$ cat src/flash_rd_pkg.sv
// flash geometry, flash word layout and read buffer entry types shared by
// the flash read pipeline stages
package flash_rd_pkg;

  ////////////////////////////////////////////////////////////////////////////
  // geometry
  ////////////////////////////////////////////////////////////////////////////

  // a bus word is half a flash word
  localparam int unsigned BusW          = 32;
  localparam int unsigned DataW         = 64;
  // one even parity bit per data byte
  localparam int unsigned ParW          = 8;
  localparam int unsigned FlashWordW    = DataW + ParW;
  localparam int unsigned WordsPerFlash = DataW / BusW;

  // the low bus address bit picks the bus word inside a flash word
  localparam int unsigned WordAddrW     = 10;
  localparam int unsigned BusAddrW      = 11;
  // upper word address bits form the page, 64 flash words per page
  localparam int unsigned PageW         = 4;

  ////////////////////////////////////////////////////////////////////////////
  // flash word and buffer types
  ////////////////////////////////////////////////////////////////////////////

  // the parity check reads the whole word, the response picks a bus word
  typedef union packed {
    logic [DataW-1:0]                   whole;
    logic [WordsPerFlash-1:0][BusW-1:0] words;
  } flash_data_u;

  typedef struct packed {
    logic [ParW-1:0] par;
    flash_data_u     data;
  } flash_word_t;

  typedef enum logic [1:0] {
    Invalid = 2'b00,
    Wip     = 2'b01,
    Valid   = 2'b10
  } buf_state_e;

  // err holds the raw parity result of the read that filled the buffer
  typedef struct packed {
    buf_state_e           state;
    logic [WordAddrW-1:0] addr;
    logic                 err;
    flash_data_u          data;
  } buf_entry_t;

endpackage

$ cat src/flash_rd_if_pkg.sv
// port structs for the bus-side request and response and for the flash
// macro interface of the read pipeline
package flash_rd_if_pkg;

  // bus-side request
  // prog, pg_erase and bk_erase are side commands without a handshake and
  // only mean something while the pipeline is idle
  typedef struct packed {
    logic                               req;
    logic [flash_rd_pkg::BusAddrW-1:0]  addr;
    logic                               ecc;
    logic                               prog;
    logic                               pg_erase;
    logic                               bk_erase;
  } rd_req_t;

  // one-cycle response strobe, the upstream always takes it
  typedef struct packed {
    logic                           valid;
    logic                           err;
    logic [flash_rd_pkg::BusW-1:0]  data;
  } rd_rsp_t;

  // read request to the flash macro, taken in the cycle where ack is high
  typedef struct packed {
    logic                               req;
    logic [flash_rd_pkg::WordAddrW-1:0] addr;
  } flash_req_t;

  // the word comes back on the done cycle
  typedef struct packed {
    logic                      ack;
    logic                      done;
    flash_rd_pkg::flash_word_t word;
  } flash_rsp_t;

endpackage

$ cat src/flash_rd_ctrl.sv
// flash read FSM, tracks the one read in flight and holds its attributes
// until the macro returns done
`timescale 1ns/1ns

module flash_rd_ctrl #(
  parameter int unsigned NumBuf = 4
) (
  input  logic                               clk_i,
  input  logic                               rst_ni,
  input  logic                               start_i,
  input  logic                               done_i,
  input  logic [flash_rd_pkg::WordAddrW-1:0] addr_i,
  input  logic                               ecc_i,
  input  logic [NumBuf-1:0]                  alloc_i,
  output logic                               busy_o,
  output logic                               rd_done_o,
  output logic [flash_rd_pkg::WordAddrW-1:0] rd_addr_o,
  output logic                               rd_ecc_o,
  output logic [NumBuf-1:0]                  rd_alloc_o
);

  typedef enum logic {
    Idle,
    Busy
  } state_e;

  state_e state_q, state_d;

  assign busy_o = (state_q == Busy);

  // done is broadcast by the macro, it only counts with a read in flight
  assign rd_done_o = busy_o & done_i;

  always_comb begin
    state_d = state_q;
    unique case (state_q)
      Idle: if (start_i) state_d = Busy;
      // a new read may start in the same cycle the previous one finishes
      Busy: if (done_i) state_d = start_i ? Busy : Idle;
      default: state_d = Idle;
    endcase
  end

  always_ff @(posedge clk_i or negedge rst_ni) begin
    if (!rst_ni) begin
      state_q <= Idle;
    end else begin
      state_q <= state_d;
    end
  end

  // attributes of the read in flight, the allocated buffer is where the
  // returning word goes
  always_ff @(posedge clk_i) begin
    if (start_i) begin
      rd_addr_o  <= addr_i;
      rd_ecc_o   <= ecc_i;
      rd_alloc_o <= alloc_i;
    end
  end

endmodule

$ cat src/flash_rd_repl_ptr.sv
// round-robin pick among valid read buffers that have no queued response
`timescale 1ns/1ns

module flash_rd_repl_ptr #(
  parameter int unsigned NumBuf = 4
) (
  input  logic              clk_i,
  input  logic              rst_ni,
  input  logic [NumBuf-1:0] cand_i,
  input  logic              adv_i,
  output logic [NumBuf-1:0] pick_o
);

  localparam int unsigned PtrW = (NumBuf > 1) ? $clog2(NumBuf) : 1;

  logic [PtrW-1:0] ptr_q;
  logic [PtrW-1:0] pick_idx;

  // search from the pointer onward, walking the offsets downward so the
  // nearest candidate is the one left standing
  always_comb begin
    int unsigned idx;
    pick_o   = '0;
    pick_idx = ptr_q;
    for (int off = NumBuf - 1; off >= 0; off--) begin
      idx = (int'(ptr_q) + off) % NumBuf;
      if (cand_i[idx]) begin
        pick_o      = '0;
        pick_o[idx] = 1'b1;
        pick_idx    = PtrW'(idx);
      end
    end
  end

  // move just past the evicted buffer so it is the last to go again
  always_ff @(posedge clk_i or negedge rst_ni) begin
    if (!rst_ni) begin
      ptr_q <= '0;
    end else if (adv_i) begin
      ptr_q <= (int'(pick_idx) == NumBuf - 1) ? '0 : pick_idx + 1'b1;
    end
  end

endmodule

$ cat src/flash_rd_parity_chk.sv
// byte parity check on a returned flash word, erased words pass clean
`timescale 1ns/1ns

module flash_rd_parity_chk (
  input  flash_rd_pkg::flash_word_t word_i,
  output logic                      par_err_o,
  output logic                      erased_o
);

  localparam int unsigned ByteW = flash_rd_pkg::DataW / flash_rd_pkg::ParW;

  logic [flash_rd_pkg::ParW-1:0] byte_err;

  // an erased word reads as all ones, parity bits included
  assign erased_o = (word_i == {flash_rd_pkg::FlashWordW{1'b1}});

  // even parity, each parity bit equals the xor of its byte
  for (genvar i = 0; i < flash_rd_pkg::ParW; i++) begin : gen_byte
    assign byte_err[i] = (^word_i.data.whole[i*ByteW +: ByteW]) ^ word_i.par[i];
  end

  // all-ones bytes always miss even parity, so erased words are exempt
  assign par_err_o = ~erased_o & |byte_err;

endmodule

$ cat src/flash_rd_order_fifo.sv
// response-order FIFO, one entry per accepted request naming the buffer
// and bus word that answer it
`timescale 1ns/1ns

module flash_rd_order_fifo #(
  parameter int unsigned NumBuf     = 4,
  parameter int unsigned OrderDepth = 4
) (
  input  logic              clk_i,
  input  logic              rst_ni,
  input  logic              wr_i,
  input  logic [NumBuf-1:0] wr_sel_i,
  input  logic              wr_word_i,
  input  logic              wr_ecc_i,
  input  logic              rd_i,
  output logic              full_o,
  output logic              empty_o,
  output logic [NumBuf-1:0] head_sel_o,
  output logic              head_word_o,
  output logic              head_ecc_o,
  output logic [NumBuf-1:0] dep_o
);

  localparam int unsigned PtrW = (OrderDepth > 1) ? $clog2(OrderDepth) : 1;

  typedef struct packed {
    logic [NumBuf-1:0] sel;
    logic              word;
    logic              ecc;
  } entry_t;

  entry_t                mem_q [OrderDepth];
  entry_t                wr_entry;
  logic [OrderDepth-1:0] vld_q;
  logic [PtrW-1:0]       wptr_q;
  logic [PtrW-1:0]       rptr_q;
  logic                  do_wr;
  logic                  do_rd;

  // wrap at the depth, which need not be a power of two
  function automatic logic [PtrW-1:0] ptr_inc(input logic [PtrW-1:0] ptr);
    if (int'(ptr) == OrderDepth - 1) return '0;
    return ptr + 1'b1;
  endfunction

  // per-slot valid bits give full, empty and the dependency mask directly
  assign full_o   = &vld_q;
  assign empty_o  = ~|vld_q;
  assign do_wr    = wr_i & ~full_o;
  assign do_rd    = rd_i & ~empty_o;
  assign wr_entry = '{sel: wr_sel_i, word: wr_word_i, ecc: wr_ecc_i};

  always_ff @(posedge clk_i or negedge rst_ni) begin
    if (!rst_ni) begin
      vld_q  <= '0;
      wptr_q <= '0;
      rptr_q <= '0;
    end else begin
      if (do_wr) begin
        vld_q[wptr_q] <= 1'b1;
        wptr_q        <= ptr_inc(wptr_q);
      end
      if (do_rd) begin
        vld_q[rptr_q] <= 1'b0;
        rptr_q        <= ptr_inc(rptr_q);
      end
    end
  end

  always_ff @(posedge clk_i) begin
    if (do_wr) begin
      mem_q[wptr_q] <= wr_entry;
    end
  end

  assign head_sel_o  = mem_q[rptr_q].sel;
  assign head_word_o = mem_q[rptr_q].word;
  assign head_ecc_o  = mem_q[rptr_q].ecc;

  // a buffer with a queued response must not be evicted
  always_comb begin
    dep_o = '0;
    for (int i = 0; i < OrderDepth; i++) begin
      if (vld_q[i]) dep_o = dep_o | mem_q[i].sel;
    end
  end

endmodule

$ cat src/flash_rd_buf_array.sv
// read buffer storage with hit match, allocation, hazard wipe and fill on
// flash read completion
`timescale 1ns/1ns

module flash_rd_buf_array #(
  parameter int unsigned NumBuf = 4
) (
  input  logic                                   clk_i,
  input  logic                                   rst_ni,
  input  logic                                   en_i,
  input  flash_rd_if_pkg::rd_req_t               req_i,
  input  logic                                   accept_i,
  input  logic [NumBuf-1:0]                      dep_i,
  input  logic [NumBuf-1:0]                      upd_sel_i,
  input  logic                                   upd_err_i,
  input  flash_rd_pkg::flash_data_u              upd_data_i,
  output logic [NumBuf-1:0]                      hit_o,
  output logic [NumBuf-1:0]                      alloc_o,
  output logic                                   all_dep_o,
  output flash_rd_pkg::buf_entry_t [NumBuf-1:0]  entries_o
);

  localparam int unsigned WordAddrW = flash_rd_pkg::WordAddrW;
  localparam int unsigned PageW     = flash_rd_pkg::PageW;

  // state carries the reset, the payload is only read once state allows it
  flash_rd_pkg::buf_state_e  state_q [NumBuf];
  logic [WordAddrW-1:0]      addr_q  [NumBuf];
  logic                      err_q   [NumBuf];
  flash_rd_pkg::flash_data_u data_q  [NumBuf];

  logic [WordAddrW-1:0] word_addr;
  logic [NumBuf-1:0]    is_valid;
  logic [NumBuf-1:0]    is_wip;
  logic [NumBuf-1:0]    is_free;
  logic [NumBuf-1:0]    free_first;
  logic [NumBuf-1:0]    repl_cand;
  logic [NumBuf-1:0]    repl_pick;
  logic [NumBuf-1:0]    wipe;
  logic [NumBuf-1:0]    alloc_we;
  logic [NumBuf-1:0]    upd_we;

  // drop the bus word select, buffers hold whole flash words
  assign word_addr = req_i.addr[flash_rd_pkg::BusAddrW-1 -: WordAddrW];

  ////////////////////////////////////////////////////////////////////////////
  // match and hazard per buffer
  ////////////////////////////////////////////////////////////////////////////

  for (genvar i = 0; i < NumBuf; i++) begin : gen_match
    logic word_match;
    logic page_match;

    assign is_valid[i] = (state_q[i] == flash_rd_pkg::Valid);
    assign is_wip[i]   = (state_q[i] == flash_rd_pkg::Wip);

    // a valid buffer holding bad data is free once nothing waits on it
    assign is_free[i]  = (state_q[i] == flash_rd_pkg::Invalid) |
                         (is_valid[i] & err_q[i] & ~dep_i[i]);

    assign word_match = (addr_q[i] == word_addr);
    assign page_match = (addr_q[i][WordAddrW-1 -: PageW] == word_addr[WordAddrW-1 -: PageW]);

    // a hit on a wip buffer is answered once the flash word lands there
    assign hit_o[i] = req_i.req & en_i & (is_valid[i] | is_wip[i]) &
                      word_match & ~err_q[i];

    // wip buffers are never wiped, side commands only come while idle
    assign wipe[i] = is_valid[i] & (req_i.bk_erase |
                                    (req_i.prog & word_match) |
                                    (req_i.pg_erase & page_match));
  end

  ////////////////////////////////////////////////////////////////////////////
  // allocation
  ////////////////////////////////////////////////////////////////////////////

  // lowest free buffer first
  always_comb begin
    free_first = '0;
    for (int i = NumBuf - 1; i >= 0; i--) begin
      if (is_free[i]) begin
        free_first    = '0;
        free_first[i] = 1'b1;
      end
    end
  end

  assign all_dep_o = &dep_i;

  // only evict a valid buffer when nothing is free
  assign repl_cand = (|free_first | all_dep_o) ? '0 : is_valid & ~dep_i;

  flash_rd_repl_ptr #(
    .NumBuf(NumBuf)
  ) i_repl_ptr (
    .clk_i,
    .rst_ni,
    .cand_i(repl_cand),
    .adv_i (accept_i & |alloc_o & ~|free_first),
    .pick_o(repl_pick)
  );

  assign alloc_o = (req_i.req & en_i & ~|hit_o) ?
                   (|free_first ? free_first : repl_pick) : '0;

  ////////////////////////////////////////////////////////////////////////////
  // buffer update
  ////////////////////////////////////////////////////////////////////////////

  for (genvar i = 0; i < NumBuf; i++) begin : gen_buf
    assign alloc_we[i] = accept_i & alloc_o[i];
    assign upd_we[i]   = upd_sel_i[i] & is_wip[i];

    // turning buffering off drops every entry
    always_ff @(posedge clk_i or negedge rst_ni) begin
      if (!rst_ni) begin
        state_q[i] <= flash_rd_pkg::Invalid;
      end else if (!en_i) begin
        state_q[i] <= flash_rd_pkg::Invalid;
      end else if (alloc_we[i]) begin
        state_q[i] <= flash_rd_pkg::Wip;
      end else if (upd_we[i]) begin
        state_q[i] <= flash_rd_pkg::Valid;
      end else if (wipe[i]) begin
        state_q[i] <= flash_rd_pkg::Invalid;
      end
    end

    always_ff @(posedge clk_i) begin
      if (alloc_we[i]) begin
        addr_q[i] <= word_addr;
        err_q[i]  <= 1'b0;
      end else if (upd_we[i]) begin
        err_q[i]  <= upd_err_i;
        data_q[i] <= upd_data_i;
      end
    end

    assign entries_o[i] = '{state: state_q[i], addr: addr_q[i], err: err_q[i], data: data_q[i]};
  end

endmodule

$ cat src/flash_rd_top.sv
// flash read pipeline top, joins buffers, read FSM, order FIFO and parity
// check between the bus request port and the flash macro
`timescale 1ns/1ns

module flash_rd_top #(
  parameter int unsigned NumBuf     = 4,
  parameter int unsigned OrderDepth = 4
) (
  input  logic                        clk_i,
  input  logic                        rst_ni,
  input  flash_rd_if_pkg::rd_req_t    req_i,
  output logic                        rdy_o,
  input  logic                        buf_en_i,
  output logic                        idle_o,
  output flash_rd_if_pkg::flash_req_t flash_o,
  input  flash_rd_if_pkg::flash_rsp_t flash_i,
  output flash_rd_if_pkg::rd_rsp_t    rsp_o
);

  localparam int unsigned WordAddrW = flash_rd_pkg::WordAddrW;

  logic                                  buf_en_q;
  logic                                  en_same;
  logic [WordAddrW-1:0]                  req_word;
  flash_rd_if_pkg::rd_req_t              buf_req;
  logic [NumBuf-1:0]                     hit;
  logic [NumBuf-1:0]                     alloc;
  logic                                  all_dep;
  flash_rd_pkg::buf_entry_t [NumBuf-1:0] entries;
  logic                                  fifo_full;
  logic                                  fifo_empty;
  logic [NumBuf-1:0]                     head_sel;
  logic                                  head_word;
  logic                                  head_ecc;
  logic [NumBuf-1:0]                     dep;
  logic                                  rd_busy;
  logic                                  rd_done;
  logic [WordAddrW-1:0]                  rd_addr;
  logic                                  rd_ecc;
  logic [NumBuf-1:0]                     rd_alloc;
  logic                                  flash_rdy;
  logic                                  miss;
  logic                                  par_err;
  logic                                  erased;
  logic                                  flash_err;
  logic [NumBuf-1:0]                     upd_sel;
  logic                                  flash_rsp_match;
  logic [NumBuf-1:0]                     buf_rsp_match;
  flash_rd_pkg::flash_data_u             src_data;
  logic                                  src_err;

  ////////////////////////////////////////////////////////////////////////////
  // buffer enable and request acceptance
  ////////////////////////////////////////////////////////////////////////////

  // the enable only moves while nothing is queued
  always_ff @(posedge clk_i or negedge rst_ni) begin
    if (!rst_ni) begin
      buf_en_q <= 1'b0;
    end else if (idle_o) begin
      buf_en_q <= buf_en_i;
    end
  end

  // hold the upstream off until a requested enable change has landed
  assign en_same   = (buf_en_q == buf_en_i);
  assign idle_o    = fifo_empty;
  assign req_word  = req_i.addr[flash_rd_pkg::BusAddrW-1 -: WordAddrW];
  assign miss      = ~|hit;
  assign flash_rdy = ~rd_busy | rd_done;

  // a miss also needs the flash free and the macro ready to take it
  assign rdy_o = ~fifo_full & ~all_dep & en_same & (~miss | (flash_i.ack & flash_rdy));

  assign flash_o.req  = req_i.req & rdy_o & miss;
  assign flash_o.addr = flash_o.req ? req_word : rd_addr;

  // side commands only count while idle
  always_comb begin
    buf_req          = req_i;
    buf_req.prog     = req_i.prog & idle_o;
    buf_req.pg_erase = req_i.pg_erase & idle_o;
    buf_req.bk_erase = req_i.bk_erase & idle_o;
  end

  flash_rd_buf_array #(
    .NumBuf(NumBuf)
  ) i_buf_array (
    .clk_i,
    .rst_ni,
    .en_i      (buf_en_q),
    .req_i     (buf_req),
    .accept_i  (req_i.req & rdy_o),
    .dep_i     (dep),
    .upd_sel_i (upd_sel),
    .upd_err_i (par_err),
    .upd_data_i(flash_i.word.data),
    .hit_o     (hit),
    .alloc_o   (alloc),
    .all_dep_o (all_dep),
    .entries_o (entries)
  );

  flash_rd_order_fifo #(
    .NumBuf    (NumBuf),
    .OrderDepth(OrderDepth)
  ) i_order_fifo (
    .clk_i,
    .rst_ni,
    .wr_i       (req_i.req & rdy_o),
    .wr_sel_i   (|alloc ? alloc : hit),
    .wr_word_i  (req_i.addr[0]),
    .wr_ecc_i   (req_i.ecc),
    .rd_i       (rsp_o.valid),
    .full_o     (fifo_full),
    .empty_o    (fifo_empty),
    .head_sel_o (head_sel),
    .head_word_o(head_word),
    .head_ecc_o (head_ecc),
    .dep_o      (dep)
  );

  ////////////////////////////////////////////////////////////////////////////
  // flash read and parity check
  ////////////////////////////////////////////////////////////////////////////

  flash_rd_ctrl #(
    .NumBuf(NumBuf)
  ) i_ctrl (
    .clk_i,
    .rst_ni,
    .start_i   (flash_o.req),
    .done_i    (flash_i.done),
    .addr_i    (req_word),
    .ecc_i     (req_i.ecc),
    .alloc_i   (alloc),
    .busy_o    (rd_busy),
    .rd_done_o (rd_done),
    .rd_addr_o (rd_addr),
    .rd_ecc_o  (rd_ecc),
    .rd_alloc_o(rd_alloc)
  );

  flash_rd_parity_chk i_parity_chk (
    .word_i   (flash_i.word),
    .par_err_o(par_err),
    .erased_o (erased)
  );

  // the buffer keeps the raw parity result, each response applies its own
  // ecc enable
  assign flash_err = rd_ecc & par_err & ~erased;
  assign upd_sel   = rd_done ? rd_alloc : '0;

  ////////////////////////////////////////////////////////////////////////////
  // response
  ////////////////////////////////////////////////////////////////////////////

  // when the flash answers directly the head entry is the request that
  // started the read, so its ecc enable is the captured one
  assign flash_rsp_match = ~fifo_empty & rd_done & (~buf_en_q | (head_sel == rd_alloc));

  for (genvar i = 0; i < NumBuf; i++) begin : gen_rsp_match
    assign buf_rsp_match[i] = buf_en_q & ~fifo_empty & head_sel[i] &
                              (entries[i].state == flash_rd_pkg::Valid);
  end

  always_comb begin
    src_data = flash_i.word.data;
    src_err  = flash_err;
    for (int i = 0; i < NumBuf; i++) begin
      if (buf_rsp_match[i]) begin
        src_data = entries[i].data;
        src_err  = head_ecc & entries[i].err;
      end
    end
  end

  // an errored response carries all ones instead of the data
  always_comb begin
    rsp_o.valid = flash_rsp_match | |buf_rsp_match;
    rsp_o.err   = rsp_o.valid & src_err;
    rsp_o.data  = rsp_o.err ? '1 : src_data.words[head_word];
  end

endmodule

$ cat config.mk
export PLATFORM = sky130hd
export DESIGN_NAME = flash_rd_top
export DESIGN_NICKNAME = d
export VERILOG_FILES = /design/src/flash_rd_pkg.sv /design/src/flash_rd_if_pkg.sv /design/src/flash_rd_ctrl.sv /design/src/flash_rd_repl_ptr.sv /design/src/flash_rd_parity_chk.sv /design/src/flash_rd_order_fifo.sv /design/src/flash_rd_buf_array.sv /design/src/flash_rd_top.sv
export SDC_FILE = /design/constraint.sdc
export NUM_CORES = 1
export LEC_CHECK = 0
export BUFFER_PORTS_ARGS = -buffer_cell sky130_fd_sc_hd__buf_2
export CAP_MARGIN = 20
export CORE_AREA = 4 4 181 165
export DETAILED_ROUTE_END_ITERATION = 7
export DIE_AREA = 0 0 185 169
export PLACE_DENSITY = 0.79
export SLEW_MARGIN = 10
export SYNTH_ARGS = -nofsm -noshare
export SYNTH_HDL_FRONTEND = slang
export SYNTH_SLANG_ARGS = --single-unit
$ cat constraint.sdc
create_clock -name clk_i -period 15.34 [get_ports clk_i]
set_input_delay 3.835 -clock clk_i [delete_from_list [all_inputs] [get_ports clk_i]]
set_output_delay 3.835 -clock clk_i [all_outputs]
set_load 0.02 [all_outputs]
=== Word-level counts from Yosys, hierarchy flattened ===
Memories as Yosys holds them, arrays and structs flattened.
Cells that the tools add are included.

* Shift operators: 0
* $lt $le $gt $ge: 13
* Multiply operators: 0
* Equality and inequality tests: 26
* Add/sub/neg operators: 6
* Reduce and logical (&&, ||, !) cells: 32
* Muxes and demuxes: 118
* Div/mod/pow operators: 0
* Bitwise gates (word level): 129

{| class="wikitable"
|+ Operators by type and width
! cell !! count
|-
| $mux W64 || 4
|-
| $mux W32 || 3
|-
| $mux W4 || 19
|-
| $and A1 B1 Y1 || 75
|-
| $eq A72 B72 Y1 const B || 1
|-
| $reduce_xor A8 Y1 || 8
|-
| $mux W2 || 28
|-
| $mux W1 || 49
|-
| $eq A10 B10 Y1 || 4
|-
| $mux W10 || 4
|-
| $reduce_or A10 Y1 || 3
|-
| $or A1 B1 Y1 || 25
|-
| $eq A4 B4 Y1 || 5
|-
| $reduce_or A4 Y1 || 5
|-
| $lt A2 B3 Y1 const B || 6
|-
| $ne A4 B1 Y1 const B || 4
|-
| $or A4 B4 Y4 || 4
|-
| $eq A2 B2 Y1 const B || 7
|-
| $not A1 Y1 || 13
|-
| $demux W1 S2 || 6
|-
| $ge A2 B1 Y1 const B || 6
|-
| $add A2 B1 Y2 const B || 4
|-
| $and A4 B4 Y4 || 2
|-
| $bmux W1 S2 || 4
|-
| other kinds (12) || 35
|}

* Output and inout bits: 47
* Memories kept: 4
* Bits in latches: 0
* Bits in writable memories: 324
* Register bits: 35
* Memory bits (read-only): 0

{| class="wikitable"
|+ Memory list
! name !! depth !! bits a word !! read ports !! clocked after memory_dff !! write ports !! RTL line !! source
|-
| i_buf_array.data_q || 4 || 64 || 4 || 0 || 4 || flash_rd_buf_array.sv:30 || <nowiki>flash_rd_pkg::flash_data_u data_q [NumBuf];</nowiki>
|-
| i_buf_array.addr_q || 4 || 10 || 4 || 0 || 1 || flash_rd_buf_array.sv:28 || <nowiki>logic [WordAddrW-1:0] addr_q [NumBuf];</nowiki>
|-
| i_order_fifo.mem_q || 4 || 6 || 5 || 0 || 1 || flash_rd_order_fifo.sv:32 || <nowiki>entry_t mem_q [OrderDepth];</nowiki>
|-
| i_buf_array.err_q || 4 || 1 || 4 || 0 || 4 || flash_rd_buf_array.sv:29 || <nowiki>logic err_q [NumBuf];</nowiki>
|}

=== Logic depth before layout (Yosys ltp) ===
* Depth after elaboration: 32
* Mapped depth: 12

=== Hierarchy ===
Synthesis repeated with hierarchy kept, for this count alone.

* Cells, all modules: 1354
* Area total of the unflattened synthesis: 17260.3 um^2

{| class="wikitable"
|+ By module, submodules not included
! module !! cells an instance !! area each (um^2) !! times used
|-
| flash_rd_buf_array || 502 || 10500.1 || 1
|-
| flash_rd_top || 612 || 3455.8 || 1
|-
| flash_rd_order_fifo || 90 || 1426.4 || 1
|-
| flash_rd_parity_chk || 72 || 850.8 || 1
|-
| flash_rd_repl_ptr || 59 || 533.0 || 1
|-
| flash_rd_ctrl || 19 || 494.2 || 1
|}

=== Worst setup path before layout ===
No wires, ideal clock.

* Path type: input-to-output
* From: input req_i[7] in the netlist's numbering
* To: output flash_o[0] in the netlist's numbering
* Path buffers: 2
* Slack: 5573 ps
* Cell stages on the path: 11
* Arrival: 5932 ps
* Cell sequence: buf_2 -> xnor2_1 -> nand4_1 -> nor4_1 -> or4_1 -> o2111ai_1 -> or2_2 -> inv_1 -> clkbuf_1 -> nand2_1 -> nand2_1

{| class="wikitable"
|+ RTL lines
! item !! RTL line !! source
|-
| from (decl) || flash_rd_top.sv:11 || <nowiki>input flash_rd_if_pkg::rd_req_t req_i,</nowiki>
|-
| to (decl) || flash_rd_top.sv:15 || <nowiki>output flash_rd_if_pkg::flash_req_t flash_o,</nowiki>
|}

==> results.sh <==
export IMPL_drt_total_wl_um=39820
export IMPL_htree_levels=2
export IMPL_max_freq_mhz=92.48
export IMPL_rsz0062_at_grt="false"
export IMPL_pwr_density_cell_nw_per_um2=148.3
export IMPL_synthesis_nets=1307
export IMPL_endpoint_kind="output pin"
export IMPL_row_count=58
export IMPL_die_width_um=185
export IMPL_pwr_share_seq_pct=41.2
export IMPL_max_stage_delay_ns=0.57
export IMPL_clk_path_buf_depth=3
export IMPL_avgSynthCellArea_sq_um=14.39
export IMPL_wl_per_cell_um=23.93
export IMPL_final_common_cell="edfxtp_1"
export IMPL_synthArstFlopShare_pct=5.571
export IMPL_grt_use_total_pct=25.30
export IMPL_ir_worst_vdd_uv=111.8
export IMPL_critPathSlowestCell="a21boi_4"
export IMPL_ant_nets=0
export IMPL_gp_congestion=0.8739
export IMPL_cts_sinks=359
export IMPL_grt_pass1_vias=10712
export IMPL_crit_fanout=19
export IMPL_die_y_um=169
export IMPL_viasPerCell=6.518
export IMPL_drt_iter0_drc=1302
export IMPL_pin_count=140
export IMPL_portBuffers=139
export IMPL_critPathKind="in2out"
export IMPL_hold_violations=0
export IMPL_antenna_found_initial=7
export IMPL_synthTopCellsByArea="edfxtp_1 59%, mux4_2 5.8%, ha_1 4.5%"
export IMPL_p_leak_nw=6.760
export IMPL_fin_cells=1664
export IMPL_final_setup_tns_ns=0
export IMPL_combPwrFrac_pct=27.6
export IMPL_postCtsSetupRepairBufs=0
export IMPL_syn2layout_area_growth_pct=13.19
export IMPL_grt_max_degree=72
export IMPL_cts_buffers=37
export IMPL_fin_crit_sh_pct=70.49
export IMPL_synth_edff_count=329
export IMPL_slew_violations=0
export IMPL_crit_buf_inv=3
export IMPL_setup_viol=0
export IMPL_worstPathArrival_ns=6.98
export IMPL_die_area_sq_um=31270
export IMPL_clk_latency_ns=0.53
export IMPL_first_pass_iters=5
export IMPL_grt_pass1_wl_um=61360
export IMPL_vias=10846
export IMPL_start_util_pct=59.61
export IMPL_drcViolationCount=0
export IMPL_drive_gt1_share_pct=22.27
export IMPL_swShare_pct=31.33
export IMPL_fin_crit_ns=10.81
export IMPL_cp_required_ns=11.51
export IMPL_cts_resized=0
export IMPL_worstMarginPinSlew_ns=1.127
export IMPL_dp_cells=1595
export IMPL_cap_violations=0
export IMPL_ys_seq_elements=359
export IMPL_power_frac_clock_pct=31.2
export IMPL_switchingPower_mw=0.8737
export IMPL_root_buffer="clkbuf_16"
export IMPL_maxSlewHeadroom_pct=24.66
export IMPL_synth_cell_type_count=69
export IMPL_cp_top_family="compound AO/OA/AOI/OAI gates"
export IMPL_ys_seq_area_share_pct=63.69
export IMPL_grt_overflow=0
export IMPL_synthFlopType="edfxtp_1"
export IMPL_worstSetupStartpointType="input pin"
export IMPL_finClkSkew_ns=0.01501
export IMPL_yosys_area_top_type_share_pct=59.48
export IMPL_hold_path_class="reg2reg"
export IMPL_clkTransAtPathRegs_ns=0.06
export IMPL_synth_area_sq_um=16610
export IMPL_cts_tree="yes"
export IMPL_status="finished clean"
export IMPL_yosysTopAreaCell="edfxtp_1"
export IMPL_hold_buffers=0
export IMPL_syn_inst=1154
export IMPL_yosys_warnings=0
export IMPL_dp_hpwl_um=24610
export IMPL_layout_common_cells="329 x edfxtp_1, 150 x nand2_1, 139 x buf_2, 65 x xnor2_1, 65 x a221oi_1"
export IMPL_coreArea_sq_um=27870
export IMPL_internal_power_mw=1.915
export IMPL_path_cells="buf_2 -> ha_1 -> xor2_1 -> xnor2_1 -> xnor2_1 -> nand4_1 -> o21ai_0 -> o32ai_1 -> nand2_1 -> a21boi_4 -> buf_4 -> a21o_1 -> buf_2"
export IMPL_layout_nets=1427
==> cells in the mapped netlist (5+ instances only) <==
master,count
and3_1,12
nor3_1,12
edfxtp_1,329
o21ai_0,12
a22oi_2,8
buf_1,9
dfrtp_1,20
a21oi_1,9
ha_1,60
nor4_1,6
xnor2_1,65
nand2_1,150
buf_2,20
nand4_1,24
nand3_1,49
a221oi_1,65
a211oi_1,5
inv_1,21
a41o_1,5
o211ai_1,38
clkbuf_1,39
mux4_2,43
nor2_1,23
dfxtp_1,10
a21o_1,36
xor2_1,13
==> final timing paths <==
kind,from,to,slack (ns),cells after the start
worst max-delay path,flash_i[56],rsp_o[31],4.53,13
worst min-delay path,i_ctrl.rd_addr_o[9],i_ctrl.rd_addr_o[9],0.44,2
worst max register to register,i_buf_array.i_repl_ptr.ptr_q[0],i_buf_array.data_q[0][24],11.09,10
worst min register to register,i_ctrl.rd_addr_o[9],i_ctrl.rd_addr_o[9],0.44,2
max in group asynchronous,rst_ni,i_buf_array.i_repl_ptr.ptr_q[0],11.70,1
min in group asynchronous,rst_ni,i_order_fifo.wptr_q[1],3.28,1
==> tightest hold or removal path, cell delays in order, from the launching register on <==
cell     delay [ns]
dfxtp_1        0.30
nand2_1        0.04
nand2_1        0.07
==> flip-flops by register name, indices dropped and copies added, names as in the netlist <==
register                      count
buf_en_q                          1
i_buf_array.addr_q               40
i_buf_array.data_q              256
i_buf_array.entries_o             8
i_buf_array.err_q                 4
i_buf_array.i_repl_ptr.ptr_q      2
i_ctrl.busy_o                     1
i_ctrl.rd_addr_o                 10
i_ctrl.rd_alloc_o                 4
i_ctrl.rd_ecc_o                   1
i_order_fifo.mem_q               24
i_order_fifo.rptr_q               2
i_order_fifo.vld_q                4
i_order_fifo.wptr_q               2
==> power by group through the flow <==
stage	combinational [mW]	sequential, mW	clock, mW
3_3_place_gp	0.753	1.17	0
6_report	0.770	1.15	0.869
5_1_grt	0.840	1.15	0.920
2_1_floorplan	0.584	1.14	0
4_1_cts	0.774	1.15	0.879
3_5_place_dp	0.768	1.17	0
==> kinds of logic after synthesis <==
| family | after synthesis | share of synthesized area, % |
|---|---|---|
| flops | 359 | 63.69 |
| simple gates | 305 | 8.805 |
| compound gates | 210 | 10.30 |
| buf+inv | 96 | 2.546 |
| xor+xnor | 78 | 4.113 |
| fa+ha+maj | 60 | 4.519 |
| mux | 46 | 6.026 |
==> cell type report <==
type	count	area, sq um
clock inverter	20	175.2
multi-input combinational	699	5688
timing repair buffer	155	815.8
sequential	359	10580
antenna	2	5.005
inverter	22	82.58
clock buffer	47	1005
fill	1911	9065
tap	360	450.4
==> stage by stage <==
stage	hold WS [ns]	power, mW	util [%]	cell area [sq um]	setup WS (ns)
after floorplan	0.4505	1.721	-	16610	5.573
after global placement	0.4239	1.921	63.22	17620	4.654
after detailed placement	0.4357	1.937	63.22	17620	4.585
after CTS	0.4487	2.803	67.45	18800	4.555
after global routing	0.4704	2.915	67.46	18800	4.326
final	0.4411	2.789	67.47	18800	4.527
==> routing by layer <==
layer	up-vias	wire, um	global-route usage [%]
met1	5429	15950	36.72
li1	4757	-	-
met3	80	3906	4.878
met5	-	76	0
met2	568	19060	40.12
met4	12	834	6.414
Power figures use the tool's default switching activity.
